==> config.mk <==
export PLATFORM = sky130hd
export DESIGN_NAME = hazard_unit
export DESIGN_NICKNAME = d
export VERILOG_FILES = /design/src/rtl/mips_pkg.sv /design/src/rtl/hazard_unit.sv
export SDC_FILE = /design/constraint.sdc
export NUM_CORES = 1
export LEC_CHECK = 0
export BUFFER_PORTS_ARGS = -buffer_cell sky130_fd_sc_hd__buf_2
export CAP_MARGIN = 20
export CORE_AREA = 2 2 128 130
export DETAILED_ROUTE_END_ITERATION = 10
export DIE_AREA = 0 0 130 132
export GPL_ROUTABILITY_DRIVEN = 0
export GPL_TIMING_DRIVEN = 0
export PLACE_DENSITY = 0.38
export SLEW_MARGIN = 25
export SYNTH_ARGS = -nofsm -noshare
export SYNTH_HDL_FRONTEND = slang
export SYNTH_SLANG_ARGS = --single-unit
==> constraint.sdc <==
create_clock -name vclk -period 2
set_input_delay 0.2 -clock vclk [all_inputs]
set_output_delay 0.2 -clock vclk [all_outputs]
set_load 0.01 [all_outputs]
==> src/rtl/mips_pkg.sv <==
`default_nettype none

package mips_pkg;

  typedef enum logic [5:0] {
    R_TYPE = 6'h00,
    J      = 6'h02,
    JAL    = 6'h03,
    BEQ    = 6'h04,
    BNE    = 6'h05,
    ADDI   = 6'h08,
    ORI    = 6'h0d,
    LW     = 6'h23,
    SW     = 6'h2b
  } opcode_e;

  typedef enum logic [5:0] {
    F_SLL = 6'h00,
    F_SRL = 6'h02,
    F_ADD = 6'h20,
    F_SUB = 6'h22,
    F_AND = 6'h24,
    F_OR  = 6'h25,
    F_SLT = 6'h2a
  } funct_e;

  typedef enum logic [3:0] {
    ALU_ADD,
    ALU_SUB,
    ALU_AND,
    ALU_OR,
    ALU_SLT,
    ALU_SLL,
    ALU_SRL
  } alu_op_e;

  typedef struct packed {
    logic       reg_write;
    logic       reg_dst;    // write rd instead of rt
    logic [1:0] alu_src;    // 0 register, 1 sign imm, 2 zero imm
    alu_op_e    alu_op;
    logic [2:0] jump;       // bit 0 j, bit 1 jal, bit 2 link write
    logic       mem_write;
    logic       mem_to_reg;
  } ctrl_t;

  typedef logic [1:0] branch_t; // bit 0 beq, bit 1 bne

  typedef struct packed {
    logic        valid;
    logic [31:0] instr;
    logic [31:0] pc_plus_4;
  } fd_t;

  typedef struct packed {
    logic        valid;
    ctrl_t       ctrl;
    logic [31:0] rd1;
    logic [31:0] rd2;
    logic [4:0]  rs;
    logic [4:0]  rt;
    logic [4:0]  rd;
    logic [4:0]  shamt;
    logic [31:0] sign_imm;
    logic [31:0] pc_plus_4;
  } de_t;

  // only the controls still needed after execute
  typedef struct packed {
    logic reg_write;
    logic mem_write;
    logic mem_to_reg;
  } em_ctrl_t;

  typedef struct packed {
    logic        valid;
    em_ctrl_t    ctrl;
    logic [31:0] alu_out;
    logic [31:0] write_data;
    logic [4:0]  write_reg;
  } em_t;

  typedef struct packed {
    logic        valid;
    logic        reg_write;
    logic        mem_to_reg;
    logic [31:0] alu_out;
    logic [31:0] read_data;
    logic [4:0]  write_reg;
  } mw_t;

  typedef enum logic [1:0] {
    FWD_REG = 2'd0,
    FWD_WB  = 2'd1,
    FWD_MEM = 2'd2
  } fwd_e_t;

  typedef struct packed {
    logic [4:0]  rd;
    logic [31:0] data;
  } retire_t;

  typedef struct packed {
    logic [31:0] addr;
    logic [31:0] data;
  } store_t;

endpackage : mips_pkg

`default_nettype wire

==> src/rtl/hazard_unit.sv <==
`timescale 1ns/100ps
`default_nettype none

module hazard_unit (
  input  logic              [4:0] rs_d_i,
  input  logic              [4:0] rt_d_i,
  input  mips_pkg::branch_t       branch_d_i,
  input  logic                    jump_d_i,
  input  mips_pkg::de_t           de_i,
  input  logic              [4:0] write_reg_e_i,
  input  mips_pkg::em_t           em_i,
  input  mips_pkg::mw_t           mw_i,
  output logic                    stall_f_o,
  output logic                    stall_d_o,
  output logic                    flush_e_o,
  output logic                    forward_a_d_o,
  output logic                    forward_b_d_o,
  output mips_pkg::fwd_e_t        forward_a_e_o,
  output mips_pkg::fwd_e_t        forward_b_e_o
);

  import mips_pkg::*;

  // memory stage is newer than writeback, so it wins
  function automatic fwd_e_t fwd_sel(input logic [4:0] src, input logic em_wr,
                                     input logic [4:0] em_dst, input logic mw_wr,
                                     input logic [4:0] mw_dst);
    if (em_wr && em_dst == src)
      return FWD_MEM;
    if (mw_wr && mw_dst == src)
      return FWD_WB;
    return FWD_REG;
  endfunction

  logic em_wr;
  logic mw_wr;
  logic e_hit_d;
  logic m_hit_d;
  logic lw_stall;
  logic branch_stall;

  assign em_wr = em_i.valid & em_i.ctrl.reg_write & (em_i.write_reg != 5'd0);
  assign mw_wr = mw_i.valid & mw_i.reg_write & (mw_i.write_reg != 5'd0);

  assign forward_a_e_o = fwd_sel(de_i.rs, em_wr, em_i.write_reg, mw_wr, mw_i.write_reg);
  assign forward_b_e_o = fwd_sel(de_i.rt, em_wr, em_i.write_reg, mw_wr, mw_i.write_reg);

  assign forward_a_d_o = em_wr & (em_i.write_reg == rs_d_i);
  assign forward_b_d_o = em_wr & (em_i.write_reg == rt_d_i);

  assign e_hit_d = (write_reg_e_i != 5'd0) &
                   ((write_reg_e_i == rs_d_i) | (write_reg_e_i == rt_d_i));
  assign m_hit_d = (em_i.write_reg != 5'd0) &
                   ((em_i.write_reg == rs_d_i) | (em_i.write_reg == rt_d_i));

  // jumps read no registers and never wait
  assign lw_stall     = ~jump_d_i & de_i.valid & de_i.ctrl.mem_to_reg & e_hit_d;
  assign branch_stall = (branch_d_i != 2'b00) &
                        ((de_i.valid & de_i.ctrl.reg_write & e_hit_d) |
                         (em_i.valid & em_i.ctrl.mem_to_reg & m_hit_d));

  assign stall_f_o = lw_stall | branch_stall;
  assign stall_d_o = lw_stall | branch_stall;
  assign flush_e_o = lw_stall | branch_stall; // bubble into execute while decode waits

endmodule : hazard_unit

`default_nettype wire

==> flow_summary.json <==
{
  "synthesis.instances": 78,
  "max-slew-margin-rel_pct": 64.44,
  "regArea_um2": 0,
  "route.final.wire_length_um": 3578,
  "finish.instance_area_mm2": 0.001151,
  "critical_path_arrival_ns": 1.68,
  "post_synth_main_area_contributors": "xor2_1 (35%), xnor2_1 (21%), nor4_2 (8.1%)",
  "io_buffer_count": 50,
  "basic_gate_share_of_the_synthesized_area_counting_and_or_nand_and_nor_cells_pct": 23.23,
  "grt_antenna_before_repair": 0,
  "tightestPinTransition_ns": 0.5278,
  "synth_largest_area_cell": "xor2_1",
  "drv_cap": 0,
  "number_of_global_route_vias_before_repair": 755,
  "timing.critical_path.slowest_stage_cell": "or4_4",
  "leakage_power_nw": 0.4253,
  "drt-pass1-iter-count": 4,
  "critical_path_required_ns": 1.80,
  "sequential_cell_area_fraction_in_the_yosys_report_pct": 0,
  "timing.critical_path.from_type": "primary input",
  "yosys_warnings": 0,
  "dieArea_mm2": 0.01716,
  "post_synth.cell_area_avg_um2": 7.940,
  "initial_core_util_pct": 3.942,
  "fmax_ghz": 0.5306,
  "drt_drc_violations_left": 0,
  "drive_above_1_share_pct": 49.61,
  "placeableCoreArea_mm2": 0.01571,
  "num-fill-cells": 1858,
  "syn_area_um2": 619.3,
  "place_area_mm2": 0.001140,
  "rsz_0062_raised_after_global_routing": "no",
  "ir_worst_vdd_uv": 59.99,
  "synth_adder_area_share_pct": 0,
  "net_total_in_the_final_layout": 456,
  "num_vias": 736,
  "placementRows": 46,
  "boundaryPins": 334,
  "viasPerCell": 2.133,
  "crit_path_max_fanout": 5,
  "report.final.hold_viol_count": 0,
  "cts-hold-fix-buffers": 0,
  "run_status": "completed",
  "power.density_mw_per_mm2": 160.6,
  "hold_path_class": "primary input to output port",
  "violation_count_after_the_first_detailed_routing_iteration": 12,
  "nClkBuffers": 0,
  "path_type_of_the_worst_setup_path": "primary input to output port",
  "synth_largest_type_area_fraction_pct": 35.35,
  "synth_compound_gate_area_share_pct": 12.32,
  "critPathMaxStageDelay_ns": 0.53,
  "die_h_um": 132,
  "dieWidth_um": 130,
  "synthMuxAreaShare_pct": 0,
  "synth_cell_type_count": 19,
  "grt_max_degree": 7,
  "grt_pass1_wl_um": 5023,
  "tns_ns": 0,
  "cell_chain_critical_path": "clkbuf_2 -> or4_4 -> o21ai_1 -> a211o_1 -> o21ai_0 -> buf_4 -> buf_2",
  "yosys-top-cells-count": "xor2_1 (25), xnor2_1 (15), nand3_1 (5), o21ai_0 (5)",
  "largest_family_of_logic_cells_by_synthesized_area": "XOR/XNOR gates",
  "final-max-slew-violation-count": 0,
  "yosysMostFrequentCell": "xor2_1",
  "setup_violations": 0,
  "area_delta_synth_final_pct": 85.86,
  "synthesis.nets": 403,
  "grt_use_total_pct": 3.996,
  "worst_setup_path_end_kind": "output port",
  "place.detailed.hpwl_um": 3388,
  "fin_worst_hold_slack_ns": 0.8142,
  "layout_min_cycle_time_ns": 1.885,
  "postRouteAntennaNets": 0,
  "seq_cell_count": 0,
  "finalCritPeriodShare_pct": 94.23,
  "grt-ovfl-total": 0,
  "routedWlPerCell_um": 10.37,
  "synth-xor-area-share_pct": 56.57,
  "antenna_cell_count": 0
}
[metal layers]
metal / vias up / track usage (%) / wire length [um]
met4: 0 / 0 / 0
met3: 0 / 1.380 / 364
met5: - / 0 / 0
met2: 41 / 5.526 / 1264
met1: 324 / 6.250 / 1949
li1: 371 / - / -
[final cells by class]
cell class	count	area, um2	share of cell area (%)
inverters	1	3.754	0.3261
plain buffers	7	46.29	4.022
well taps	216	270.3	23.48
multi-input cells	70	570.5	49.57
repair buffers	51	260.3	22.61
[what timing repair did]
action / CTS / global route
setup endpoints to repair: 0 / 4
buffers inserted: 0 / 1
resized for setup: 0 / 4
[power breakdown]
| part | internal (mW) | switching (mW) |
|---|---|---|
| registers | 0 | 0 |
| logic | 0.0893 | 0.0956 |
| clock network | 0 | 0 |
| total | 0.0893 | 0.0956 |
[through the flow]
step           total power [mW]  cells  util, %  setup slack [ns]
2_1_floorplan           0.09565     78        -            0.2438
3_3_place_gp             0.1838    344    7.254           0.01424
3_5_place_dp             0.1863    344    7.254           0.02531
4_1_cts                  0.1869    344    7.254           0.01850
5_1_grt                  0.2039    345    7.326           0.02683
6_report                 0.1849    345    7.326            0.1153
[layout by cell type (no fill, tap or decap), drive strengths merged]
cell type,Yosys,layout
xnor2,15,15
nand3,5,5
xor2,25,25
o211ai,3,3
nor2,2,2
nor3,4,4
o21ai,5,5
inv,1,1
clkbuf,2,2
or4,5,5
nor4,4,4
buf,5,56
a211o,1,1
a31oi,1,1
[worst paths after layout]
| path | slack (ns) | cells after the start | start | endpoint |
|---|---|---|---|---|
| worst min-delay path | 0.81 | 4 | em_i[72] | forward_a_e_o[1] |
| worst max-delay path | 0.12 | 7 | em_i[2] | stall_d_o |
[critical path, delay by kind of cell]
family,cells,cell delay (ns)
and+or+nand+nor,1,0.53
buffers and inverters,3,0.49
AOI/OAI and AO/OA,3,0.46
[logic make-up (layout without fill, tap and decap cells)]
group           Yosys count  count (layout)
buf+inv                   8              59
compound gates           10              10
simple gates             20              20
xor+xnor                 40              40
Note: power is estimated with default switching activity, not from simulation.
