[src/rtl/mips_pkg.sv]
`default_nettype none

package mips_pkg;

  typedef enum logic [5:0] {
    R_TYPE = 6'h00,
    J      = 6'h02,
    JAL    = 6'h03,
    BEQ    = 6'h04,
    BNE    = 6'h05,
    ADDI   = 6'h08,
    ORI    = 6'h0d,
    LW     = 6'h23,
    SW     = 6'h2b
  } opcode_e;

  typedef enum logic [5:0] {
    F_SLL = 6'h00,
    F_SRL = 6'h02,
    F_ADD = 6'h20,
    F_SUB = 6'h22,
    F_AND = 6'h24,
    F_OR  = 6'h25,
    F_SLT = 6'h2a
  } funct_e;

  typedef enum logic [3:0] {
    ALU_ADD,
    ALU_SUB,
    ALU_AND,
    ALU_OR,
    ALU_SLT,
    ALU_SLL,
    ALU_SRL
  } alu_op_e;

  typedef struct packed {
    logic       reg_write;
    logic       reg_dst;    // write rd instead of rt
    logic [1:0] alu_src;    // 0 register, 1 sign imm, 2 zero imm
    alu_op_e    alu_op;
    logic [2:0] jump;       // bit 0 j, bit 1 jal, bit 2 link write
    logic       mem_write;
    logic       mem_to_reg;
  } ctrl_t;

  typedef logic [1:0] branch_t; // bit 0 beq, bit 1 bne

  typedef struct packed {
    logic        valid;
    logic [31:0] instr;
    logic [31:0] pc_plus_4;
  } fd_t;

  typedef struct packed {
    logic        valid;
    ctrl_t       ctrl;
    logic [31:0] rd1;
    logic [31:0] rd2;
    logic [4:0]  rs;
    logic [4:0]  rt;
    logic [4:0]  rd;
    logic [4:0]  shamt;
    logic [31:0] sign_imm;
    logic [31:0] pc_plus_4;
  } de_t;

  // only the controls still needed after execute
  typedef struct packed {
    logic reg_write;
    logic mem_write;
    logic mem_to_reg;
  } em_ctrl_t;

  typedef struct packed {
    logic        valid;
    em_ctrl_t    ctrl;
    logic [31:0] alu_out;
    logic [31:0] write_data;
    logic [4:0]  write_reg;
  } em_t;

  typedef struct packed {
    logic        valid;
    logic        reg_write;
    logic        mem_to_reg;
    logic [31:0] alu_out;
    logic [31:0] read_data;
    logic [4:0]  write_reg;
  } mw_t;

  typedef enum logic [1:0] {
    FWD_REG = 2'd0,
    FWD_WB  = 2'd1,
    FWD_MEM = 2'd2
  } fwd_e_t;

  typedef struct packed {
    logic [4:0]  rd;
    logic [31:0] data;
  } retire_t;

  typedef struct packed {
    logic [31:0] addr;
    logic [31:0] data;
  } store_t;

endpackage : mips_pkg

`default_nettype wire

[src/rtl/control_unit.sv]
`timescale 1ns/100ps
`default_nettype none

module control_unit (
  input  mips_pkg::opcode_e op_i,
  input  mips_pkg::funct_e  funct_i,
  output mips_pkg::ctrl_t   ctrl_o,
  output mips_pkg::branch_t branch_o
);

  import mips_pkg::*;

  always_comb begin
    ctrl_o   = '0;
    branch_o = '0;
    case (op_i)
      R_TYPE: begin
        ctrl_o.reg_write = 1'b1;
        ctrl_o.reg_dst   = 1'b1;
        case (funct_i)
          F_ADD:   ctrl_o.alu_op = ALU_ADD;
          F_SUB:   ctrl_o.alu_op = ALU_SUB;
          F_AND:   ctrl_o.alu_op = ALU_AND;
          F_OR:    ctrl_o.alu_op = ALU_OR;
          F_SLT:   ctrl_o.alu_op = ALU_SLT;
          F_SLL:   ctrl_o.alu_op = ALU_SLL;
          F_SRL:   ctrl_o.alu_op = ALU_SRL;
          default: ctrl_o = '0; // unsupported funct runs as a no-op
        endcase
      end
      ADDI: begin
        ctrl_o.reg_write = 1'b1;
        ctrl_o.alu_src   = 2'd1;
        ctrl_o.alu_op    = ALU_ADD;
      end
      ORI: begin
        ctrl_o.reg_write = 1'b1;
        ctrl_o.alu_src   = 2'd2;
        ctrl_o.alu_op    = ALU_OR;
      end
      LW: begin
        ctrl_o.reg_write  = 1'b1;
        ctrl_o.alu_src    = 2'd1;
        ctrl_o.alu_op     = ALU_ADD;
        ctrl_o.mem_to_reg = 1'b1;
      end
      SW: begin
        ctrl_o.alu_src   = 2'd1;
        ctrl_o.alu_op    = ALU_ADD;
        ctrl_o.mem_write = 1'b1;
      end
      BEQ:     branch_o = 2'b01; // compared in decode, the alu stays idle
      BNE:     branch_o = 2'b10;
      J:       ctrl_o.jump = 3'b001;
      JAL: begin
        ctrl_o.reg_write = 1'b1;
        ctrl_o.jump      = 3'b110;
      end
      default: ctrl_o = '0;
    endcase
  end

endmodule : control_unit

`default_nettype wire

[src/rtl/reg_file.sv]
`timescale 1ns/100ps
`default_nettype none

module reg_file (
  input  logic        clk_i,
  input  logic        arst_n_i,
  input  logic        we_i,
  input  logic [4:0]  wa_i,
  input  logic [31:0] wd_i,
  input  logic [4:0]  ra1_i,
  input  logic [4:0]  ra2_i,
  output logic [31:0] rd1_o,
  output logic [31:0] rd2_o
);

  logic [31:0] regs [32];

  always_ff @(posedge clk_i or negedge arst_n_i) begin
    if (!arst_n_i) begin
      for (int i = 0; i < 32; i++) begin
        regs[i] <= '0;
      end
    end else if (we_i && wa_i != 5'd0) begin
      regs[wa_i] <= wd_i;
    end
  end

  // writeback data passes straight through to a read of the same register
  assign rd1_o = (ra1_i == 5'd0) ? '0 : (we_i && wa_i == ra1_i) ? wd_i : regs[ra1_i];
  assign rd2_o = (ra2_i == 5'd0) ? '0 : (we_i && wa_i == ra2_i) ? wd_i : regs[ra2_i];

endmodule : reg_file

`default_nettype wire

[src/rtl/decode.sv]
`timescale 1ns/100ps
`default_nettype none

module decode (
  input  logic              clk_i,
  input  logic              arst_n_i,
  input  mips_pkg::fd_t     fd_i,
  input  logic [31:0]       alu_out_m_i,
  input  logic              reg_write_w_i,
  input  logic [4:0]        write_reg_w_i,
  input  logic [31:0]       result_w_i,
  input  logic              forward_a_d_i,
  input  logic              forward_b_d_i,
  input  logic              flush_e_i,
  output mips_pkg::branch_t branch_o,
  output logic              pc_src_o,
  output logic [31:0]       pc_branch_o,
  output logic              jump_o,
  output logic [31:0]       jump_target_o,
  output logic [4:0]        rs_d_o,
  output logic [4:0]        rt_d_o,
  output mips_pkg::de_t     de_o
);

  import mips_pkg::*;

  ctrl_t       ctrl_d;
  branch_t     branch_d;
  logic [31:0] rd1;
  logic [31:0] rd2;
  logic [31:0] src_a;
  logic [31:0] src_b;
  logic [31:0] sign_imm;
  logic        equal;
  de_t         de_d;

  control_unit u_control_unit (
    .op_i(opcode_e'(fd_i.instr[31:26])),
    .funct_i(funct_e'(fd_i.instr[5:0])),
    .ctrl_o(ctrl_d),
    .branch_o(branch_d)
  );

  reg_file u_reg_file (
    .clk_i,
    .arst_n_i,
    .we_i(reg_write_w_i),
    .wa_i(write_reg_w_i),
    .wd_i(result_w_i),
    .ra1_i(fd_i.instr[25:21]),
    .ra2_i(fd_i.instr[20:16]),
    .rd1_o(rd1),
    .rd2_o(rd2)
  );

  assign rs_d_o   = fd_i.instr[25:21];
  assign rt_d_o   = fd_i.instr[20:16];
  assign sign_imm = {{16{fd_i.instr[15]}}, fd_i.instr[15:0]};

  // the writeback case is covered by the register file write-through
  assign src_a = forward_a_d_i ? alu_out_m_i : rd1;
  assign src_b = forward_b_d_i ? alu_out_m_i : rd2;
  assign equal = (src_a == src_b);

  assign branch_o    = fd_i.valid ? branch_d : '0;
  assign pc_src_o    = (branch_o[0] & equal) | (branch_o[1] & ~equal);
  assign pc_branch_o = fd_i.pc_plus_4 + {sign_imm[29:0], 2'b00};

  assign jump_o        = fd_i.valid & (ctrl_d.jump[1:0] != 2'b00);
  assign jump_target_o = {fd_i.pc_plus_4[31:28], fd_i.instr[25:0], 2'b00};

  assign de_d = '{
    valid:     fd_i.valid,
    ctrl:      fd_i.valid ? ctrl_d : ctrl_t'('0), // bubbles carry no controls
    rd1:       rd1,
    rd2:       rd2,
    rs:        fd_i.instr[25:21],
    rt:        fd_i.instr[20:16],
    rd:        fd_i.instr[15:11],
    shamt:     fd_i.instr[10:6],
    sign_imm:  sign_imm,
    pc_plus_4: fd_i.pc_plus_4
  };

  always_ff @(posedge clk_i or negedge arst_n_i) begin
    if (!arst_n_i) begin
      de_o <= '0;
    end else begin
      de_o <= de_d;
      if (flush_e_i) begin
        de_o.valid <= 1'b0;
        de_o.ctrl  <= '0;
      end
    end
  end

endmodule : decode

`default_nettype wire

[config.mk]
export PLATFORM = sky130hd
export DESIGN_NAME = decode
export DESIGN_NICKNAME = d
export VERILOG_FILES = /design/src/rtl/mips_pkg.sv /design/src/rtl/control_unit.sv /design/src/rtl/reg_file.sv /design/src/rtl/decode.sv
export SDC_FILE = /design/constraint.sdc
export NUM_CORES = 2
export LEC_CHECK = 0
export ABC_AREA = 1
export CORE_AREA = 2 2 459 461
export CTS_CLUSTER_DIAMETER = 120
export DETAILED_ROUTE_END_ITERATION = 8
export DIE_AREA = 0 0 461 463
export DONT_BUFFER_PORTS = 1
export PLACE_DENSITY_LB_ADDON = 0.15
export SLEW_MARGIN = 20
export SYNTH_ARGS = -nofsm -noshare
export SYNTH_HDL_FRONTEND = slang
export SYNTH_SLANG_ARGS = --single-unit
[constraint.sdc]
create_clock -name clk_i -period 7.1 [get_ports clk_i]
set_input_delay 0.355 -clock clk_i [delete_from_list [all_inputs] [get_ports clk_i]]
set_output_delay 0.355 -clock clk_i [all_outputs]
set_load 0.05 [all_outputs]
==> impl_metrics.env <==
export IMPL_crit_top_cell="nand2_1"
export IMPL_firstDrtPassIters=6
export IMPL_cts_resized=0
export IMPL_cp_depth=20
export IMPL_ys_warn_count=0
export IMPL_final_max_slew_violation_count=0
export IMPL_critical_path_required_ps=6740
export IMPL_r2r_slack_ps=4970
export IMPL_power_mw=20.2
export IMPL_crit_chain="buf_16, buf_16, buf_16, or2_2, nand3_1, nand3_1, nand3_1, nand3_1, nand2_1, nand2_1, nand2_1, nand2_1, nand2_1, nand2_1, nand3_1, nor2_1, nand2_1, nor2_1, nand3_1, nand2_1"
export IMPL_n_fill_cell=22159
export IMPL_power_leakage_nw=35.0
export IMPL_crit_type="in2out"
export IMPL_grt_pass1_vias=60097
export IMPL_synth_top_area_frac=0.436
export IMPL_critPathMaxFanout=288
export IMPL_rr_endpoint="de_o[84]"
export IMPL_worstPathArrival_ps=5400
export IMPL_fin_nets=9011
export IMPL_htreeDepth=4
export IMPL_synth_top_area_cell="dfrtp_1"
export IMPL_dp_hpwl_um=154000
export IMPL_synth_edf_count=0
export IMPL_holdWs_ps=34.9
export IMPL_dpl_instance_area_um2=67200
export IMPL_clk_path_buf_depth=3
export IMPL_cts_clk_slew_worst_paths_ps=60
export IMPL_drv_cap=0
export IMPL_cp_start_kind="input pin"
export IMPL_antenna_found_initial=21
export IMPL_ir_drop_mv=0.177
export IMPL_ys_types=41
export IMPL_setup_tns_ps=0
export IMPL_synth_seq_cells=1158
export IMPL_syn_avg_cell_area_um2=7.13
export IMPL_setup_viol=0
export IMPL_wl_per_cell_um=24.9
export IMPL_p_per_area_nw_per_um2=276
export IMPL_fp_dieW_um=461
export IMPL_area_growth_pct=10.2
export IMPL_clkSinkCount=1158
export IMPL_first_iter_violations=7819
export IMPL_layout_worst_path_cycle_share=0.810
export IMPL_dp_cells=11382
export IMPL_synth_area_top_cells="dfrtp_1 44%, nand2_1 16%, nand3_1 9.1%"
export IMPL_netlist_area_um2=66500
export IMPL_worstReg2RegStart="u_reg_file.regs[992]"
export IMPL_core_rowCount=168
export IMPL_clock_power_share=0.369
export IMPL_grt_max_degree=881
export IMPL_pin_count=380
export IMPL_synth_ff_type="dfrtp_1"
export IMPL_grt_pass1_wl_um=427000
export IMPL_final_common_cell="nand2_1"
export IMPL_switching_share=0.336
export IMPL_crit_path_end="pc_src_o"
export IMPL_timing_slew_headroom=0.138
export IMPL_power_frac_comb=0.200
export IMPL_worstHoldPathType="in2reg"
export IMPL_cp_top_family="simple AND/OR/NAND/NOR gates"
export IMPL_crit_path_top_delay_cell="buf_16"
export IMPL_hold_violations=0
export IMPL_die_h_um=463
export IMPL_avgViaCountPerCell=5.44
export IMPL_numCtsBuffers=142
export IMPL_tritoncts="built"
export IMPL_end_kind="output pin"
export IMPL_routed_wl_um=293000
export IMPL_io_buffers=0
export IMPL_initial_core_util=0.319
export IMPL_p_int_mw=13.4
export IMPL_cp_startpoint="fd_i[48]"
export IMPL_outcome="finished clean"
export IMPL_p_sw_mw=6.79
export IMPL_final_cell_mix="2872 x nand2_1, 1207 x nand3_1, 1157 x dfrtp_1"
export IMPL_grt_ovfl_total=0
export IMPL_drc=0
export IMPL_fmax_mhz=174
export IMPL_synth_cells=9328
export IMPL_dieArea_um2=213000
export IMPL_core_area_um2=209000
export IMPL_seqPwrFrac=0.431
export IMPL_final_cells=11765
export IMPL_slowest_delay_ps=740
export IMPL_clock_skew_ps=33.3
export IMPL_r2r_worst_path_cells=9
export IMPL_async_flop_share=1.00
export IMPL_path_buf_inv=3
export IMPL_rsz0062_at_grt="no"
export IMPL_grtUsageTotal=0.269
export IMPL_cts_root_buf="clkbuf_16"
export IMPL_num_vias=63989
export IMPL_gp_congestion=0.870
export IMPL_yosysSeqAreaShare=0.436
export IMPL_worstMarginPinSlew_ps=1290
export IMPL_clk_latency_ps=830
export IMPL_fin_crit_ps=5750
export IMPL_layout_drive_gt1_share=0.0527
export IMPL_final_area_um2=73300
export IMPL_ant_nets=0
==> worst register-to-register path, delay by kind of cell (launching register included) <==
| kind | cells | cell delay, ps |
|---|---|---|
| and+or+nand+nor | 8 | 1540 |
| DFF | 1 | 380 |
| buffers and inverters | 1 | 110 |
==> cells by family (layout without fill, tap and decap cells) <==
family / count (synthesis) / in the layout / share of synthesized area
other cells: 1 / 14 / 0.0000564
simple gates: 4460 / 4460 / 0.279
compound gates: 1941 / 1941 / 0.165
flops: 1158 / 1158 / 0.436
xor+xnor: 29 / 29 / 0.00382
fa+ha+maj: 30 / 30 / 0.00576
buf+inv: 1709 / 1328 / 0.111
==> registers in the layout (all words and copies together) (netlist names) <==
signal	count
u_reg_file.regs	1024
de_o	134
==> layout make-up <==
type,instances,area [um2],share of cell area
diodes,11,27.5,0.000376
clock buffers,208,4220,0.0575
clock inverters,44,462,0.00630
inverters,857,3250,0.0444
multi-input cells,6463,30400,0.415
flip-flops and latches,1158,29000,0.395
well taps,2805,3510,0.0479
repair buffers,219,2450,0.0334
==> worst min-delay path by stage <==
stage                   from              endpoint  slack (ps)  depth (start not counted)
2_1_floorplan       arst_n_i               de_o[0]          60                          0
3_3_place_gp        arst_n_i   u_reg_file.regs[31]          70                          0
3_5_place_dp        arst_n_i   u_reg_file.regs[31]          70                          0
4_1_cts        result_w_i[6]  u_reg_file.regs[294]         0.3                          2
5_1_grt        result_w_i[6]  u_reg_file.regs[294]          30                          2
6_report       result_w_i[6]  u_reg_file.regs[294]          30                          2
==> power groups by stage <==
stage	clock [mW]	combinational [mW]	sequential (mW)
after CTS	7.60	3.85	8.68
after detailed placement	0	3.73	8.79
after floorplan	0	3.07	8.60
after global placement	0	3.67	8.76
final	7.46	4.04	8.70
after global routing	7.87	4.61	8.84
==> metrics by stage <==
stage	util	setup WS (ps)
after global placement	0.321	2240
after detailed placement	0.322	2270
after CTS	0.350	2250
after global routing	0.351	1250
after floorplan	-	3680
final	0.352	1350
==> repair_timing <==
item,in CTS,in global routing
endpoints found under the hold margin,1020,0
hold buffers,109,0
setup buffers,0,0
==> cells in the mapped netlist (all sizes together), types with 2 or more instances <==
cell / count
inv: 850
a21boi: 6
o21ai: 1144
and2: 2
a211oi: 3
dfrtp: 1158
o211ai: 491
o21bai: 2
buf: 468
nor4: 4
nor2: 249
o22ai: 3
nand3: 1209
clkinv: 7
o21a: 3
nor3: 19
a21oi: 283
xor2: 16
a31oi: 3
xnor2: 13
ha: 29
clkbuf: 384
nand2: 2898
o221ai: 2
or2: 76
==> per-layer routing <==
metal	track usage	share of wire	vias up
li1	-	-	29362
met4	0.0941	0.036	10
met2	0.416	0.44	2932
met5	0	0.00019	-
met1	0.373	0.44	31143
met3	0.0509	0.086	542
(Power assumes the default switching activity.)
