<file path="config.mk">
export PLATFORM = sky130hd
export DESIGN_NAME = fetch
export DESIGN_NICKNAME = d
export VERILOG_FILES = /design/src/rtl/mips_pkg.sv /design/src/rtl/fetch.sv
export SDC_FILE = /design/constraint.sdc
export NUM_CORES = 1
export LEC_CHECK = 0
export ABC_AREA = 1
export BUFFER_PORTS_ARGS = -buffer_cell sky130_fd_sc_hd__buf_4
export CORE_MARGIN = 2
export CORE_UTILIZATION = 46
export CTS_BUF_LIST = sky130_fd_sc_hd__clkbuf_4 sky130_fd_sc_hd__clkbuf_8
export DETAILED_ROUTE_END_ITERATION = 12
export MAX_ROUTING_LAYER = met4
export PLACE_DENSITY_LB_ADDON = 0.05
export SYNTH_ARGS = -nofsm -noshare
export SYNTH_HDL_FRONTEND = slang
export SYNTH_SLANG_ARGS = --single-unit
</file>
<file path="constraint.sdc">
create_clock -name clk_i -period 1.6 [get_ports clk_i]
set_input_delay 0.08 -clock clk_i [delete_from_list [all_inputs] [get_ports clk_i]]
set_output_delay 0.08 -clock clk_i [all_outputs]
set_load 0.03 [all_outputs]
</file>
<file path="src/rtl/mips_pkg.sv">
`default_nettype none

package mips_pkg;

  typedef enum logic [5:0] {
    R_TYPE = 6'h00,
    J      = 6'h02,
    JAL    = 6'h03,
    BEQ    = 6'h04,
    BNE    = 6'h05,
    ADDI   = 6'h08,
    ORI    = 6'h0d,
    LW     = 6'h23,
    SW     = 6'h2b
  } opcode_e;

  typedef enum logic [5:0] {
    F_SLL = 6'h00,
    F_SRL = 6'h02,
    F_ADD = 6'h20,
    F_SUB = 6'h22,
    F_AND = 6'h24,
    F_OR  = 6'h25,
    F_SLT = 6'h2a
  } funct_e;

  typedef enum logic [3:0] {
    ALU_ADD,
    ALU_SUB,
    ALU_AND,
    ALU_OR,
    ALU_SLT,
    ALU_SLL,
    ALU_SRL
  } alu_op_e;

  typedef struct packed {
    logic       reg_write;
    logic       reg_dst;    // write rd instead of rt
    logic [1:0] alu_src;    // 0 register, 1 sign imm, 2 zero imm
    alu_op_e    alu_op;
    logic [2:0] jump;       // bit 0 j, bit 1 jal, bit 2 link write
    logic       mem_write;
    logic       mem_to_reg;
  } ctrl_t;

  typedef logic [1:0] branch_t; // bit 0 beq, bit 1 bne

  typedef struct packed {
    logic        valid;
    logic [31:0] instr;
    logic [31:0] pc_plus_4;
  } fd_t;

  typedef struct packed {
    logic        valid;
    ctrl_t       ctrl;
    logic [31:0] rd1;
    logic [31:0] rd2;
    logic [4:0]  rs;
    logic [4:0]  rt;
    logic [4:0]  rd;
    logic [4:0]  shamt;
    logic [31:0] sign_imm;
    logic [31:0] pc_plus_4;
  } de_t;

  // only the controls still needed after execute
  typedef struct packed {
    logic reg_write;
    logic mem_write;
    logic mem_to_reg;
  } em_ctrl_t;

  typedef struct packed {
    logic        valid;
    em_ctrl_t    ctrl;
    logic [31:0] alu_out;
    logic [31:0] write_data;
    logic [4:0]  write_reg;
  } em_t;

  typedef struct packed {
    logic        valid;
    logic        reg_write;
    logic        mem_to_reg;
    logic [31:0] alu_out;
    logic [31:0] read_data;
    logic [4:0]  write_reg;
  } mw_t;

  typedef enum logic [1:0] {
    FWD_REG = 2'd0,
    FWD_WB  = 2'd1,
    FWD_MEM = 2'd2
  } fwd_e_t;

  typedef struct packed {
    logic [4:0]  rd;
    logic [31:0] data;
  } retire_t;

  typedef struct packed {
    logic [31:0] addr;
    logic [31:0] data;
  } store_t;

endpackage : mips_pkg

`default_nettype wire

</file>
<file path="src/rtl/fetch.sv">
`timescale 1ns/100ps
`default_nettype none

module fetch (
  input  logic          clk_i,
  input  logic          arst_n_i,
  input  logic          stall_f_i,
  input  logic          stall_d_i,
  input  logic          pc_src_i,
  input  logic [31:0]   pc_branch_i,
  input  logic          jump_i,
  input  logic [31:0]   jump_target_i,
  output logic [31:0]   imem_addr_o,
  input  logic [31:0]   imem_data_i,
  output mips_pkg::fd_t fd_o
);

  logic [31:0] pc_q;
  logic [31:0] pc_plus_4;
  logic [31:0] pc_next;

  assign pc_plus_4   = pc_q + 32'd4;
  assign imem_addr_o = pc_q;

  always_comb begin
    if (jump_i)
      pc_next = jump_target_i;
    else if (pc_src_i)
      pc_next = pc_branch_i;
    else
      pc_next = pc_plus_4;
  end

  always_ff @(posedge clk_i or negedge arst_n_i) begin
    if (!arst_n_i)
      pc_q <= '0;
    else if (!stall_f_i)
      pc_q <= pc_next;
  end

  always_ff @(posedge clk_i or negedge arst_n_i) begin
    if (!arst_n_i) begin
      fd_o <= '0;
    end else if (!stall_d_i) begin
      if (pc_src_i || jump_i)
        fd_o <= '0; // drop the wrong-path instruction, no delay slot
      else
        fd_o <= '{valid: 1'b1, instr: imem_data_i, pc_plus_4: pc_plus_4};
    end
  end

endmodule : fetch

`default_nettype wire

</file>
==> flow_summary.toml, run 1 <==
[clock_network]
cts_buffers = 9
clk_path_buf_depth = 2
htreeDepth = 3
cts.clk_slew.worst_paths_ns = 0.10
worstSkewPairLatency_ns = 0.38
cts_tree = "done"
cts_root_buf = "clkbuf_8"
cts_sinks = 97

[global_route]
globalRouteTotalUtil_pct = 29.5
grt_overflow_total = 0
grt_start_max_net_pins = 92
grt_pass1_wl_um = 25800
antenna_found_initial = 0
grt_pass1_vias = 4968

[cells_and_area]
drive_above_1_share_pct = 37.3
final_cell_mix = "buf_4 (231), nand2_1 (200), dfrtp_1 (86)"
seqCellArea_um2 = 2440
nFillCells = 858
layout_commonest_cell = "buf_4"
fin_cells = 1001
syn2layout_area_growth_pct = 48.8
final_util_pct = 71.1
fin_area_um2 = 7400
multiInputGateArea_um2 = 2360
nNetsFinal = 964
insertedDiodeCount = 0

[setup_path]
ff2ff_setup_slack_ns = 0.09
cp_cell_sequence = "buf_4, inv_1, nor2_4, nand2_4, nor2_4, xor2_1, nand2_1, a21oi_2"
critPathArrivalTime_ns = 1.82
slowest_delay_ns = 0.37
cp_data_required_time_ns = 1.91
cp-start-kind = "flop"
path_delay_family = "simple AND/OR/NAND/NOR gates"
worst-setup-path-type = "reg -> reg"
crit_top_cell = "nor2_4"
worst-path-buf-inv = 2
end_kind = "flop"
path_max_fanout = 6
crit_slowest_cell = "dfrtp_2"

[timing]
min_period_ns = 1.51
max-slew-margin-rel_pct = 69.5
rsz0062_at_grt = "yes"
fin_skew_ns = 0.0164
tightest_slew_ns = 0.458
holdWs_ns = 0.00982
timing.fmax_mhz = 662
hold_viol = 0
setup_viol = 0
finalCritPeriodShare_pct = 94.4
slew_viol_final = 0
setup_tns_ns = 0

[detailed_routing]
viasPerCell = 5.22
first_iter_violations = 431
routed_wl_um = 16400
dr.pass1.iters = 6
ant_nets = 0
wl_per_cell_um = 16.4
num_vias = 5226
drc = 0

[yosys]
avgSynthCellArea_um2 = 8.10
synth_area_leaders = "dfrtp_1 (49%), nand2_1 (15%), nand3_1 (5.2%)"
syn_inst = 614
ys_ff_latch = 97
seq_area_frac_synth_pct = 48.8
syn-num-nets = 717
synth_top_area_share_pct = 48.8
yosys.cell_types.count = 33
yosys.area.top_type = "dfrtp_1"
syn-cell-area_um2 = 4970
yosys_warnings = 0

[min_path]
hold_class = "in -> reg"

[pwr]
p_leak_nw = 3.76
irDropWorstVdd_uv = 594
pwr_density_cell_nw_per_um2 = 857

[run_status]
status = "finished clean"

[floorplanning]
die-area_um2 = 11700
die_w_um = 108
rows = 37
io_pins = 199
core_um2 = 10400
die_h_um = 108
floorplan.initialDensity_pct = 47.8

[flow_run]
drv_cap = 0

[place]
dpl.hpwl_um = 11800
dpl_cell_area_um2 = 6750
dp_cells = 945
port_buffers = 198
gp_congestion = 0.931
-- sequential cells by signal, summed over array words and instances (netlist names) --
| register | flops |
|---|---|
| imem_addr_o | 32 |
| fd_o | 65 |
-- cell families (layout without fill, tap and decap cells) --
family	Yosys count	count (layout)	synth area share, %
buffers and inverters	65	316	5.36
xor gates and xnor gates	10	10	2.06
adders and majority gates	1	1	0.251
and+or+nand+nor	341	341	29.8
DFF	97	97	48.8
AOI/OAI and AO/OA	100	100	13.7
-- tightest hold or removal path: cells and delay by family --
family	cells	cell delay [ns]
AOI/OAI and AO/OA	2	0.18
buffers and inverters	1	0.08
-- where the power goes --
| part | internal, W | total [W] | switching [W] |
|---|---|---|---|
| Combinational | 0.000824 | 0.00203 | 0.00120 |
| Sequential | 0.00266 | 0.00287 | 0.000203 |
| Clock | 0.000562 | 0.00145 | 0.000890 |
| Total | 0.00405 | 0.00635 | 0.00230 |
-- routing by layer --
metal  vias up  wire, um  share of wire, %  global-route usage (%)
met3        26       900               5.5                    3.86
met5         -         0                 0                       -
met4         0       329               2.0                    9.07
met1      2495      7130                43                    39.5
li1       2513         -                 -                       -
met2       192      8080                49                    47.2
-- cells in the mapped netlist --
| cell | number |
|---|---|
| nand2_1 | 204 |
| xor2_2 | 2 |
| nand2_4 | 2 |
| xnor2_1 | 1 |
| nand2_2 | 7 |
| nand3_2 | 2 |
| nor2_4 | 8 |
| buf_4 | 1 |
| ha_1 | 1 |
| o211ai_1 | 2 |
| inv_2 | 1 |
| nand3b_1 | 1 |
| dfrtp_1 | 97 |
| nor2_2 | 2 |
| a21oi_2 | 8 |
| o21ai_0 | 18 |
| a22oi_1 | 8 |
| o21ai_2 | 6 |
| o21ai_1 | 11 |
| clkbuf_1 | 21 |
| a221oi_1 | 28 |
| nor2_8 | 1 |
| and2_1 | 1 |
| xor2_1 | 7 |
| nand3_1 | 52 |
| clkinv_1 | 2 |
| nor2_1 | 59 |
| nand2b_1 | 2 |
| a21oi_1 | 19 |
| buf_2 | 7 |
| inv_1 | 30 |
| buf_1 | 2 |
| clkbuf_8 | 1 |
-- final cells by class --
type,instances,area share [%]
well taps,136,2.30
clock buffers,9,1.67
inverters,33,1.67
flip-flops and latches,97,33.0
multi-input cells,452,31.9
repair buffers,268,28.8
clock inverters,6,0.592
-- worst paths after layout --
path,start,end,cells after the start
setup / recovery,imem_addr_o[2]$_DFFE_PN0N_,imem_addr_o[13]$_DFFE_PN0N_,8
hold reg to reg,fd_o[0]$_DFFE_PN0N_,fd_o[0]$_DFFE_PN0N_,2
hold / removal,pc_branch_i[1],imem_addr_o[1]$_DFFE_PN0P_,3
setup reg to reg,imem_addr_o[2]$_DFFE_PN0N_,imem_addr_o[13]$_DFFE_PN0N_,8
min in group asynchronous,arst_n_i,imem_addr_o[25]$_DFFE_PN0N_,2
max in group asynchronous,arst_n_i,imem_addr_o[2]$_DFFE_PN0N_,3
-- what timing repair did --
action | CTS | global route
setup buffers | 0 | 7
hold endpoints to repair | 130 | 0
hold buffers | 34 | 0
pin swaps | 0 | 4
setup endpoints to repair | 11 | 42
gates resized for setup | 8 | 28
-- through the flow --
| step | setup slack, ns | total power, W |
|---|---|---|
| 3_5_place_dp | -0.195 | 0.00479 |
| 4_1_cts | 0.0203 | 0.00631 |
| 5_1_grt | -0.0349 | 0.00665 |
| 2_1_floorplan | 0.00171 | 0.00389 |
| 6_report | 0.0889 | 0.00635 |
| 3_3_place_gp | -0.182 | 0.00475 |
Note: power is estimated with default switching activity, not from simulation.
==> run 2: changes to the inputs <==
- CORE_MARGIN: 2 -> 5
==> run 2 against run 1 <==
Net effect: count of clock-buffer cells in the layout stayed put; clock power up 17%; sequential cell count stayed put; cell area grew 1.6%; sequential share of layout area down 0.56 points; utilization shrank 0.75 points; critical path depth shrank 1; die area up 11%.
==> flow_summary.toml, run 2 (synthesized netlist as in run 1, its figures left out) <==
[cells_and_area]
final_cell_mix = "buf_4 (237), nand2_1 (199), dfrtp_1 (88)"
largest_reg_flops = 65
final_util_pct = 70.3
drive_above_1_share_pct = 36.9
syn2layout_area_growth_pct = 51.2
fin_cells = 1018
largest-register = "fd_o"
layout_commonest_cell = "buf_4"
insertedDiodeCount = 0
nNetsFinal = 976

[floorplanning]
floorplan.initialDensity_pct = 46.5
die_h_um = 114
io_pins = 199
die_w_um = 114
core_um2 = 10700
rows = 38
die-area_um2 = 13000

[setup_path]
worst-setup-path-type = "reg -> reg"
path_max_fanout = 3
path_delay_family = "simple AND/OR/NAND/NOR gates"
r2r_end = "imem_addr_o[16]$_DFFE_PN0N_"
cp_data_required_time_ns = 1.90
cp-start-kind = "flop"
critPathArrivalTime_ns = 1.83
end_kind = "flop"
worst-path-buf-inv = 0
cp_cell_sequence = "ha_2, nand3_2, nor2_4, nand3_1, xnor2_1, nand2_1, a21oi_1"
r2r-start = "imem_addr_o[2]$_DFFE_PN0N_"
slowest_delay_ns = 0.39
rr_worst_depth = 7
ff2ff_setup_slack_ns = 0.07
crit_slowest_cell = "dfrtp_2"

[place]
gp_congestion = 0.878
port_buffers = 198
dp_cells = 954
dpl.hpwl_um = 12500

[global_route]
grt_overflow_total = 0
grt_start_max_net_pins = 49
antenna_found_initial = 0
grt_pass1_wl_um = 27300
grt_pass1_vias = 5317
globalRouteTotalUtil_pct = 27.5

[timing]
hold_viol = 0
timing.fmax_mhz = 653
min_period_ns = 1.53
rsz0062_at_grt = "yes"
slew_viol_final = 0
setup_tns_ns = 0
max-slew-margin-rel_pct = 41.4
finalCritPeriodShare_pct = 95.7
tightest_slew_ns = 0.878
fin_skew_ns = 0.0148
setup_viol = 0

[min_path]
hold_class = "in -> reg"
min_from = "jump_target_i[4]"
hold_end = "imem_addr_o[4]$_DFFE_PN0N_"
hold_depth = 3

[detailed_routing]
dr.max_layer_used = "met4"
routed_wl_um = 17300
wl_met1_um = 7360
wl_per_cell_um = 17.0
viasPerCell = 5.24
wl_met3_um = 1100
first_iter_violations = 432
ant_nets = 0
dr_wl_met2_um = 8480
dr.pass1.iters = 7
drc = 0
num_vias = 5332

[pwr]
p_leak_nw = 3.82
pwr_density_cell_nw_per_um2 = 883
irDropWorstVdd_uv = 488

[clock_network]
cts.clk_slew.worst_paths_ns = 0.10
cts_tree = "done"
clk_path_buf_depth = 2
cts_root_buf = "clkbuf_8"
htreeDepth = 3
worstSkewPairLatency_ns = 0.38
cts_buffers = 9
cts_sinks = 97

[run_status]
status = "finished clean"

[flow_run]
drv_cap = 0
-- run 2: cell type report --
| class | instances | area, um2 |
|---|---|---|
| multi-input combinational | 452 | 2340 |
| inverter | 33 | 124 |
| tap | 140 | 175 |
| timing repair buffer | 280 | 2230 |
| clock inverter | 7 | 83.8 |
| sequential | 97 | 2440 |
| clock buffer | 9 | 124 |
| fill | 849 | 3180 |
-- run 2: repair_timing --
item,4_1_cts,5_1_grt
pin swaps,1,9
hold buffers,38,1
gates resized for setup,1,28
buffers inserted,1,8
setup endpoints to repair,2,40
hold endpoints to repair,133,1
-- run 2: per-stage QoR --
| step | instance area [um2] | worst slack [ns] | total power, W | hold WS [ns] |
|---|---|---|---|---|
| after floorplan | 4980 | 0.00171 | 0.00389 | -0.216 |
| after global placement | 6780 | -0.0162 | 0.00479 | -0.0568 |
| after detailed placement | 6780 | -0.0705 | 0.00482 | -0.0533 |
| after CTS | 7380 | 0.00679 | 0.00660 | 0.0000999 |
| after global routing | 7520 | -0.0262 | 0.00700 | 0.00251 |
| final | 7520 | 0.0691 | 0.00664 | 0.00877 |
-- run 2: worst max-delay path by stage --
stage                                      startpoint                          end  slack (ns)  cells after the start
final                      imem_addr_o[2]$_DFFE_PN0N_  imem_addr_o[16]$_DFFE_PN0N_        0.07                      7
after global routing       imem_addr_o[9]$_DFFE_PN0N_         fd_o[12]$_DFFE_PN0N_       -0.03                      7
after global placement     imem_addr_o[2]$_DFFE_PN0N_         fd_o[16]$_DFFE_PN0N_       -0.02                      7
after floorplan            imem_addr_o[2]$_DFFE_PN0N_  imem_addr_o[30]$_DFFE_PN0N_       0.002                     10
after CTS                 imem_addr_o[10]$_DFFE_PN0N_         fd_o[12]$_DFFE_PN0N_       0.007                      7
after detailed placement   imem_addr_o[2]$_DFFE_PN0N_  imem_addr_o[16]$_DFFE_PN0N_       -0.07                      7
-- run 2: power by group --
part	internal, W	total [W]	switching [W]
Clock	0.000749	0.00170	0.000955
Sequential	0.00266	0.00286	0.000192
Combinational	0.000855	0.00208	0.00123
Total	0.00427	0.00664	0.00237
-- run 2: layer usage --
metal / global-route usage, % / up-vias
li1: - / 2539
met1: 36.0 / 2550
met2: 43.8 / 211
met3: 4.46 / 32
met4: 9.34 / 0
met5: - / -
-- run 2: worst register-to-register path: cells and delay by family, from the launching register on --
family / cells / cell delay [ns]
AO/OA/AOI/OAI: 1 / 0.14
XOR/XNOR: 1 / 0.17
adder cells (fa/ha/maj): 1 / 0.22
flip-flops: 1 / 0.39
AND/OR/NAND/NOR: 4 / 0.52
