$ cat config.mk
export PLATFORM = sky130hd
export DESIGN_NAME = execute
export DESIGN_NICKNAME = d
export VERILOG_FILES = /design/src/rtl/mips_pkg.sv /design/src/rtl/execute.sv
export SDC_FILE = /design/constraint.sdc
export NUM_CORES = 1
export LEC_CHECK = 0
export BUFFER_PORTS_ARGS = -buffer_cell sky130_fd_sc_hd__buf_2
export CAP_MARGIN = 10
export CORE_ASPECT_RATIO = 1.25
export CORE_MARGIN = 1
export CORE_UTILIZATION = 40
export DETAILED_ROUTE_END_ITERATION = 7
export HOLD_SLACK_MARGIN = 0.05
export SYNTH_ARGS = -nofsm -noshare
export SYNTH_HDL_FRONTEND = slang
export SYNTH_SLANG_ARGS = --single-unit
$ cat constraint.sdc
create_clock -name clk_i -period 1.7 [get_ports clk_i]
set_clock_uncertainty 0.1 [all_clocks]
set_input_delay 0.17 -clock clk_i [delete_from_list [all_inputs] [get_ports clk_i]]
set_output_delay 0.17 -clock clk_i [all_outputs]
set_load 0.03 [all_outputs]
$ cat src/rtl/mips_pkg.sv
`default_nettype none

package mips_pkg;

  typedef enum logic [5:0] {
    R_TYPE = 6'h00,
    J      = 6'h02,
    JAL    = 6'h03,
    BEQ    = 6'h04,
    BNE    = 6'h05,
    ADDI   = 6'h08,
    ORI    = 6'h0d,
    LW     = 6'h23,
    SW     = 6'h2b
  } opcode_e;

  typedef enum logic [5:0] {
    F_SLL = 6'h00,
    F_SRL = 6'h02,
    F_ADD = 6'h20,
    F_SUB = 6'h22,
    F_AND = 6'h24,
    F_OR  = 6'h25,
    F_SLT = 6'h2a
  } funct_e;

  typedef enum logic [3:0] {
    ALU_ADD,
    ALU_SUB,
    ALU_AND,
    ALU_OR,
    ALU_SLT,
    ALU_SLL,
    ALU_SRL
  } alu_op_e;

  typedef struct packed {
    logic       reg_write;
    logic       reg_dst;    // write rd instead of rt
    logic [1:0] alu_src;    // 0 register, 1 sign imm, 2 zero imm
    alu_op_e    alu_op;
    logic [2:0] jump;       // bit 0 j, bit 1 jal, bit 2 link write
    logic       mem_write;
    logic       mem_to_reg;
  } ctrl_t;

  typedef logic [1:0] branch_t; // bit 0 beq, bit 1 bne

  typedef struct packed {
    logic        valid;
    logic [31:0] instr;
    logic [31:0] pc_plus_4;
  } fd_t;

  typedef struct packed {
    logic        valid;
    ctrl_t       ctrl;
    logic [31:0] rd1;
    logic [31:0] rd2;
    logic [4:0]  rs;
    logic [4:0]  rt;
    logic [4:0]  rd;
    logic [4:0]  shamt;
    logic [31:0] sign_imm;
    logic [31:0] pc_plus_4;
  } de_t;

  // only the controls still needed after execute
  typedef struct packed {
    logic reg_write;
    logic mem_write;
    logic mem_to_reg;
  } em_ctrl_t;

  typedef struct packed {
    logic        valid;
    em_ctrl_t    ctrl;
    logic [31:0] alu_out;
    logic [31:0] write_data;
    logic [4:0]  write_reg;
  } em_t;

  typedef struct packed {
    logic        valid;
    logic        reg_write;
    logic        mem_to_reg;
    logic [31:0] alu_out;
    logic [31:0] read_data;
    logic [4:0]  write_reg;
  } mw_t;

  typedef enum logic [1:0] {
    FWD_REG = 2'd0,
    FWD_WB  = 2'd1,
    FWD_MEM = 2'd2
  } fwd_e_t;

  typedef struct packed {
    logic [4:0]  rd;
    logic [31:0] data;
  } retire_t;

  typedef struct packed {
    logic [31:0] addr;
    logic [31:0] data;
  } store_t;

endpackage : mips_pkg

`default_nettype wire

$ cat src/rtl/execute.sv
`timescale 1ns/100ps
`default_nettype none

module execute (
  input  logic             clk_i,
  input  logic             arst_n_i,
  input  mips_pkg::de_t    de_i,
  input  mips_pkg::fwd_e_t forward_a_e_i,
  input  mips_pkg::fwd_e_t forward_b_e_i,
  input  logic [31:0]      alu_out_m_i,
  input  logic [31:0]      result_w_i,
  output mips_pkg::em_t    em_o,
  output logic [4:0]       write_reg_e_o
);

  import mips_pkg::*;

  function automatic logic [31:0] fwd_mux(input fwd_e_t sel, input logic [31:0] reg_val,
                                          input logic [31:0] wb_val,
                                          input logic [31:0] mem_val);
    case (sel)
      FWD_WB:  return wb_val;
      FWD_MEM: return mem_val;
      default: return reg_val;
    endcase
  endfunction

  logic [31:0] src_a;
  logic [31:0] src_b_reg;
  logic [31:0] src_b;
  logic [31:0] alu_res;
  logic [31:0] alu_out;

  assign src_a     = fwd_mux(forward_a_e_i, de_i.rd1, result_w_i, alu_out_m_i);
  assign src_b_reg = fwd_mux(forward_b_e_i, de_i.rd2, result_w_i, alu_out_m_i);

  always_comb begin
    case (de_i.ctrl.alu_src)
      2'd1:    src_b = de_i.sign_imm;
      2'd2:    src_b = {16'h0000, de_i.sign_imm[15:0]}; // ori zero-extends
      default: src_b = src_b_reg;
    endcase
  end

  always_comb begin
    case (de_i.ctrl.alu_op)
      ALU_ADD: alu_res = src_a + src_b;
      ALU_SUB: alu_res = src_a - src_b;
      ALU_AND: alu_res = src_a & src_b;
      ALU_OR:  alu_res = src_a | src_b;
      ALU_SLT: alu_res = ($signed(src_a) < $signed(src_b)) ? 32'd1 : 32'd0;
      ALU_SLL: alu_res = src_b << de_i.shamt; // shifts act on rt
      ALU_SRL: alu_res = src_b >> de_i.shamt;
      default: alu_res = '0;
    endcase
  end

  // jal writes its return address through the normal result path
  assign alu_out = de_i.ctrl.jump[2] ? de_i.pc_plus_4 : alu_res;

  always_comb begin
    if (de_i.ctrl.jump[2])
      write_reg_e_o = 5'd31;
    else if (de_i.ctrl.reg_dst)
      write_reg_e_o = de_i.rd;
    else
      write_reg_e_o = de_i.rt;
  end

  always_ff @(posedge clk_i or negedge arst_n_i) begin
    if (!arst_n_i) begin
      em_o <= '0;
    end else begin
      em_o <= '{
        valid:      de_i.valid,
        ctrl:       '{reg_write:  de_i.ctrl.reg_write,
                      mem_write:  de_i.ctrl.mem_write,
                      mem_to_reg: de_i.ctrl.mem_to_reg},
        alu_out:    alu_out,
        write_data: src_b_reg,
        write_reg:  write_reg_e_o
      };
    end
  end

endmodule : execute

`default_nettype wire

==> summary.txt, run 1 <==
STA
  • Final setup violation count: 32
  • Worst slew pin tran: 0.687 ns
  • Setup ws final: -1.83 ns
  • Fin Setup TNS: -48.60 ns
  • Tcrit/Tclk final: 208%
  • Post-route minimum period: 3.53 ns
  • F_max: 283 MHz
  • RSZ-0062 raised after global routing: yes
  • Final Hold Fails: 0
  • Hold_ws: 0.0401 ns
  • Slew HR: 53.9%
  • Final Max Slew Viols: 0

Status
  • Failing checks: setup timing
  • Outcome: complete, but fails checks

Worst setup path
  • Most frequent CP cell: ha_4
  • Worst path slowest cell: or4_4
  • Critical path startpoint: forward_b_e_i[1]
  • CP Capture Type: register
  • Crit Path Class: input port to register
  • Worst Setup Start Kind: input port
  • Crit-path cells: buf_8 -> ha_4 -> buf_6 -> a221o_1 -> nand3_2 -> and2_4 -> inv_6 -> ha_4 -> inv_2 -> fa_2 -> nand2b_4 -> a221oi_4 -> nor4_4 -> or4_4 -> o211ai_1 -> buf_4 -> and3_4 -> o211a_1 -> nor3b_2 -> o32ai_1
  • Buffers & Inverters on Critical Path: 5
  • Crit-path leading delay family: simple AND/OR/NAND/NOR gates
  • Max FO, Critical Path: 5
  • Max stage delay on crit path: 0.45 ns
  • Worst EP required: 1.86 ns
  • CP arrival: 3.70 ns

Synth
  • Top cell type's share of synthesized area: 13.9%
  • Adder and majority gate portion of the synthesized area: 10.4%
  • Synth cell types: 94
  • Dominant cells by area after synthesis: dfrtp_1, ha_1, mux4_2, mux2i_1, o21ai_0
  • Synth Instances: 1711
  • Syn_nets: 2051
  • Warnings, synthesis: 0
  • Xor-xnor portion of the synthesized cell area: 1.40%
  • Synthesized area: 13200 um^2
  • Seq/Total Area, Yosys: 13.9%
  • Synth Flop Type: dfrtp_1
  • Asr flop ratio synth: 100%
  • Main combinational cell family by area after synthesis: compound AO/OA/AOI/OAI gates
  • Mux contribution to synthesized area: 14.0%
  • Cell accounting for the most synthesized area: dfrtp_1
  • Synth Register Bits: 73
  • Post-synth EDFFs: 0
  • Compound-gate portion of the synthesized area: 34.9%
  • Post-Synth Simple-Gate Area: 17.4%
  • Syn_area_per_cell: 7.70 um^2

Die
  • IO Count: 310
  • Initial core utilization: 41.1%
  • Die Ht: 205 um
  • Core Box Area: 32100 um^2
  • Die Area: 33700 um^2
  • Rows: 73
  • Die width: 164 um

Clocking
  • CTS root buf: clkbuf_16
  • Clock sinks: 73
  • CTS H-tree depth: 3
  • CTS Buf Count: 9
  • Clock slew at reported path FFs: 0.07 ns
  • Clk buf depth: 2
  • CTS tree: built

GRT
  • First-pass GRT wire length: 107 mm
  • Grt total ovfl: 0
  • Initial antenna violation count: 2
  • Vias in the first global route: 18.2k
  • Largest net degree at the start of global routing: 35
  • Total GRT Usage: 42.5%

Layout
  • Area Growth Syn to Fin: 76.1%
  • Max reg flops: 73
  • Final Cell Area: 23200 um^2
  • Nets: 2972
  • Multi-input logic area: 12300 um^2
  • Largest registers: em_o x73
  • Fill cells: 2403
  • Largest Register: em_o
  • Ant diodes: 0
  • Register cell area after layout: 1830 um^2
  • Layout cells sized above 1: 52.6%

Route
  • Vias per Instance: 6.13
  • Antenna Nets Post-Route: 0
  • DRT iter0 DRCs: 2047
  • DR WL/cell: 24.0 um
  • Via count: 18.7k
  • Total wire length: 73.1 mm
  • DRT Pass-1 Iters: 8
  • DRC: 0

Place
  • IO Port Bufs: 302
  • Routability congestion estimate: 1.10
  • DP HPWL: 58.0 mm
  • Placed Area: 20000 um^2
  • Post-Place Setup Slack: -2.37 ns

Power and ir drop
  • Total chip power: 16.2 mW
  • Leakage power: 10.8 nW
  • Power per cell area: 697 nW/um^2
  • Max IR drop VDD: 511 uV

Min path
  • Hold path cells: 3
  • Hold_sp: de_i[111]
  • Hold Crit Class: input port to register
  • Hold Crit Endpoint: em_o[32]

Job
  • Max_cap viols: 0
[power breakdown]
group | leakage (nW) | total [mW] | switching [mW] | internal (mW)
clock network | 0.152 | 2.21 | 0.947 | 1.26
registers | 0.909 | 1.95 | 0.0463 | 1.91
logic | 9.78 | 12.0 | 6.26 | 5.72
[how the worst max path moves through the flow]
stage                           to  cells after the start
final                     em_o[37]                     20
after global routing      em_o[59]                     19
after CTS                 em_o[59]                     15
after detailed placement  em_o[37]                     19
after global placement    em_o[56]                     17
after floorplan           em_o[66]                     18
[metrics by stage]
step                      std cells  utilization, %
after floorplan                1711               -
after global placement         2911            62.3
after detailed placement       2911            62.3
after CTS                      3030            70.7
after global routing           3049            72.3
final                          3049            72.3
[area by class of cell]
type	instances	area share (%)
clock buffer	13	1.17
inverter	103	1.79
sequential	73	7.88
multi-input combinational	1390	52.9
clock inverter	3	0.200
timing repair buffer	1055	33.8
tap	412	2.22
[tightest hold or removal path, cell delays in order]
cell      delay, ns
buf_2          0.08
nand2b_1       0.12
o21a_1         0.12
[routing by layer]
layer	track usage, %	up-vias	wire length [um]
met3	7.15	265	6830
met5	0	-	26
met1	52.8	8914	28500
met4	22.6	4	4290
met2	69.7	1218	33400
li1	-	8298	-
[cells in the mapped netlist (20+ instances only)]
cell and number:
nand2_1 164, o21ai_0 128, a21oi_1 107, ha_1 106, inv_1 101, nor2_1 101
clkbuf_1 96, a22oi_1 75, dfrtp_1 73, mux2i_1 71, nand3_1 36, mux4_2 34
nor3_1 32, a211oi_1 28, mux2_2 28, o211ai_1 28, nand2b_1 26, a22o_1 24
buf_2 22, nor2b_1 22, a31oi_1 21, a21o_1 20, a221oi_1 20
[cells in the final DEF (no fill, tap or decap), types with 34 or more instances in the layout]
cell type,n
dlygate4sd3_1,55
nand2_1,150
buf_6,45
a22oi_1,67
nor2_1,93
a21oi_1,79
buf_4,630
mux4_2,34
ha_1,68
buf_2,296
mux2i_1,63
dfrtp_1,73
o21ai_0,77
inv_1,82
[logic make-up (layout without fill, tap and decap cells)]
logic type      after synthesis  after routing
compound gates              652            653
xor+xnor                     21             21
fa+ha+maj                   108            108
buf+inv                     249           1174
flops                        73             73
mux                         135            135
simple gates                473            473
[repair_timing]
| action | 4_1_cts | 5_1_grt |
|---|---|---|
| buffers inserted | 51 | 23 |
| gates resized for setup | 305 | 79 |
| hold buffers | 55 | 0 |
| setup endpoints to repair | 32 | 33 |
| pin swaps | 119 | 89 |
| cloned | 3 | 1 |
| hold endpoints to repair | 82 | 0 |
Power figures use the tool's default switching activity.
==> run 2, diff against run 1 <==
--- a/constraint.sdc
+++ b/constraint.sdc
@@ -4,2 +4,2 @@
 set_output_delay 0.17 -clock clk_i [all_outputs]
-set_load 0.03 [all_outputs]
+set_load 0.05 [all_outputs]
==> run 2 against run 1 <==
Against the previous run: the run still ends with setup timing left; non-clock buffer count is 6 higher; clock-buffer cell count is 2 lower; sequential power hardly changed; utilization is 0.98 points higher; die area stayed put.
==> summary.txt, run 2 (synthesis results as in run 1) <==
Status
  • Outcome: complete, but fails checks
  • Failing checks: setup timing

Route
  • DRT iter0 DRCs: 1894
  • Antenna Nets Post-Route: 0
  • DRT Pass-1 Iters: 8
  • Via count: 18.8k
  • Vias per Instance: 6.16
  • DRC: 0
  • DR WL/cell: 25.0 um
  • Total wire length: 76.5 mm

Worst setup path
  • CP arrival: 3.58 ns
  • Crit Path Class: input port to register
  • Max FO, Critical Path: 7
  • Worst path slowest cell: ha_1
  • Most frequent CP cell: buf_4
  • Max stage delay on crit path: 0.42 ns
  • CP Capture Type: register
  • Worst Setup Start Kind: input port
  • Worst EP required: 1.86 ns
  • Crit-path cells: buf_2 -> inv_1 -> ha_4 -> buf_4 -> buf_12 -> buf_4 -> buf_4 -> a22oi_1 -> o21ai_1 -> ha_1 -> o21bai_1 -> mux2i_1 -> o211ai_1 -> nor3_1 -> nand3_2 -> o41ai_2 -> nand3_1

Layout
  • Largest Register: em_o
  • Area Growth Syn to Fin: 78.5%
  • Nets: 2978
  • Commonest cells after routing, fill and taps aside: buf_4, buf_2, nand2_1
  • Register cell area after layout: 1830 um^2
  • Final Cell Area: 23500 um^2
  • Multi-input logic area: 12500 um^2
  • Max reg flops: 73
  • Commonest non-fill, non-tap cell in the layout: buf_4
  • Fill cells: 2357
  • Layout cells sized above 1: 53.9%
  • Largest registers: em_o x73

Clocking
  • CTS tree: built
  • Clock slew at reported path FFs: 0.07 ns
  • Clk buf depth: 2
  • Clock sinks: 73
  • CTS root buf: clkbuf_16
  • CTS H-tree depth: 3
  • CTS Buf Count: 9

STA
  • Final Max Slew Viols: 0
  • Worst slew pin tran: 0.772 ns
  • F_max: 293 MHz
  • RSZ-0062 raised after global routing: yes
  • Post-route minimum period: 3.42 ns
  • Fin Setup TNS: -47.24 ns
  • Slew HR: 48.0%
  • Final setup violation count: 32
  • Hold_ws: 0.0506 ns
  • Final Hold Fails: 0
  • Setup ws final: -1.72 ns
  • Tcrit/Tclk final: 201%

Place
  • DP HPWL: 59.5 mm
  • Placed Area: 20100 um^2
  • IO Port Bufs: 302
  • Routability congestion estimate: 1.03
  • Post-Place Setup Slack: -2.44 ns

GRT
  • Total GRT Usage: 44.5%
  • Largest net degree at the start of global routing: 74
  • First-pass GRT wire length: 111 mm
  • Initial antenna violation count: 2
  • Vias in the first global route: 18.6k
  • Grt total ovfl: 0

Die
  • Rows: 73
  • Initial core utilization: 41.1%
  • Core Box Area: 32100 um^2
  • IO Count: 310
  • Die width: 164 um
  • Die Area: 33700 um^2
  • Die Ht: 205 um

Power and ir drop
  • Total chip power: 16.5 mW
  • Power per cell area: 704 nW/um^2
  • Leakage power: 10.9 nW
  • Max IR drop VDD: 515 uV

Min path
  • Hold_sp: result_w_i[30]
  • Hold path cells: 3
  • Hold Crit Class: input port to register
  • Hold Crit Endpoint: em_o[35]

Job
  • Max_cap viols: 0
==> run 2: layer usage <==
layer,global-route usage [%],vias to the layer above,share of wire [%]
met3,7.94,263,9.9
li1,-,8324,-
met2,71.9,1251,45
met4,22.7,0,6.2
met1,56.2,9007,39
met5,0,-,0
==> run 2: repair_timing <==
item                                   in CTS  in global routing
endpoints found under the hold margin     117                  0
gates resized for setup                   294                128
hold buffers                               48                  0
setup buffers                              46                 27
setup endpoints to repair                  32                 32
pin swaps                                 104                 89
gates cloned                                3                  1
==> run 2: per-stage QoR <==
step	instances	util [%]
final	3057	73.3
after detailed placement	2920	62.8
after CTS	3029	70.8
after global placement	2920	62.8
after floorplan	1711	-
after global routing	3057	73.3
==> run 2: worst max-delay path: cells and delay by family <==
kind	cells	cell delay, ns
adders and majority gates	2	0.60
and+or+nand+nor	3	0.58
buffers and inverters	6	0.75
AOI/OAI and AO/OA	5	1.24
muxes	1	0.21
==> run 2: final cells by class <==
type | instances | share of cell area, %
inverters | 103 | 1.80
diodes | 2 | 0.0213
well taps | 412 | 2.19
flip-flops and latches | 73 | 7.77
repair buffers | 1061 | 33.9
clock inverters | 5 | 0.234
clock buffers | 11 | 1.03
multi-input cells | 1390 | 53.1
==> run 2: worst max path at each step <==
stage                          start  endpoint  slack (ns)  depth (start not counted)
global placement    forward_b_e_i[1]  em_o[67]       -2.46                         19
floorplan                  de_i[158]  em_o[66]       -1.83                         18
finish              forward_a_e_i[0]  em_o[67]       -1.72                         17
CTS                        de_i[158]  em_o[59]       -1.66                         14
global route        forward_b_e_i[0]  em_o[59]       -1.83                         19
detailed placement         de_i[158]  em_o[56]       -2.44                         16
==> run 2: power by group <==
part / switching, mW / internal, mW / leakage (nW)
Clock: 0.930 / 1.17 / 0.142
Combinational: 6.68 / 5.80 / 9.88
Sequential: 0.0470 / 1.91 / 0.909
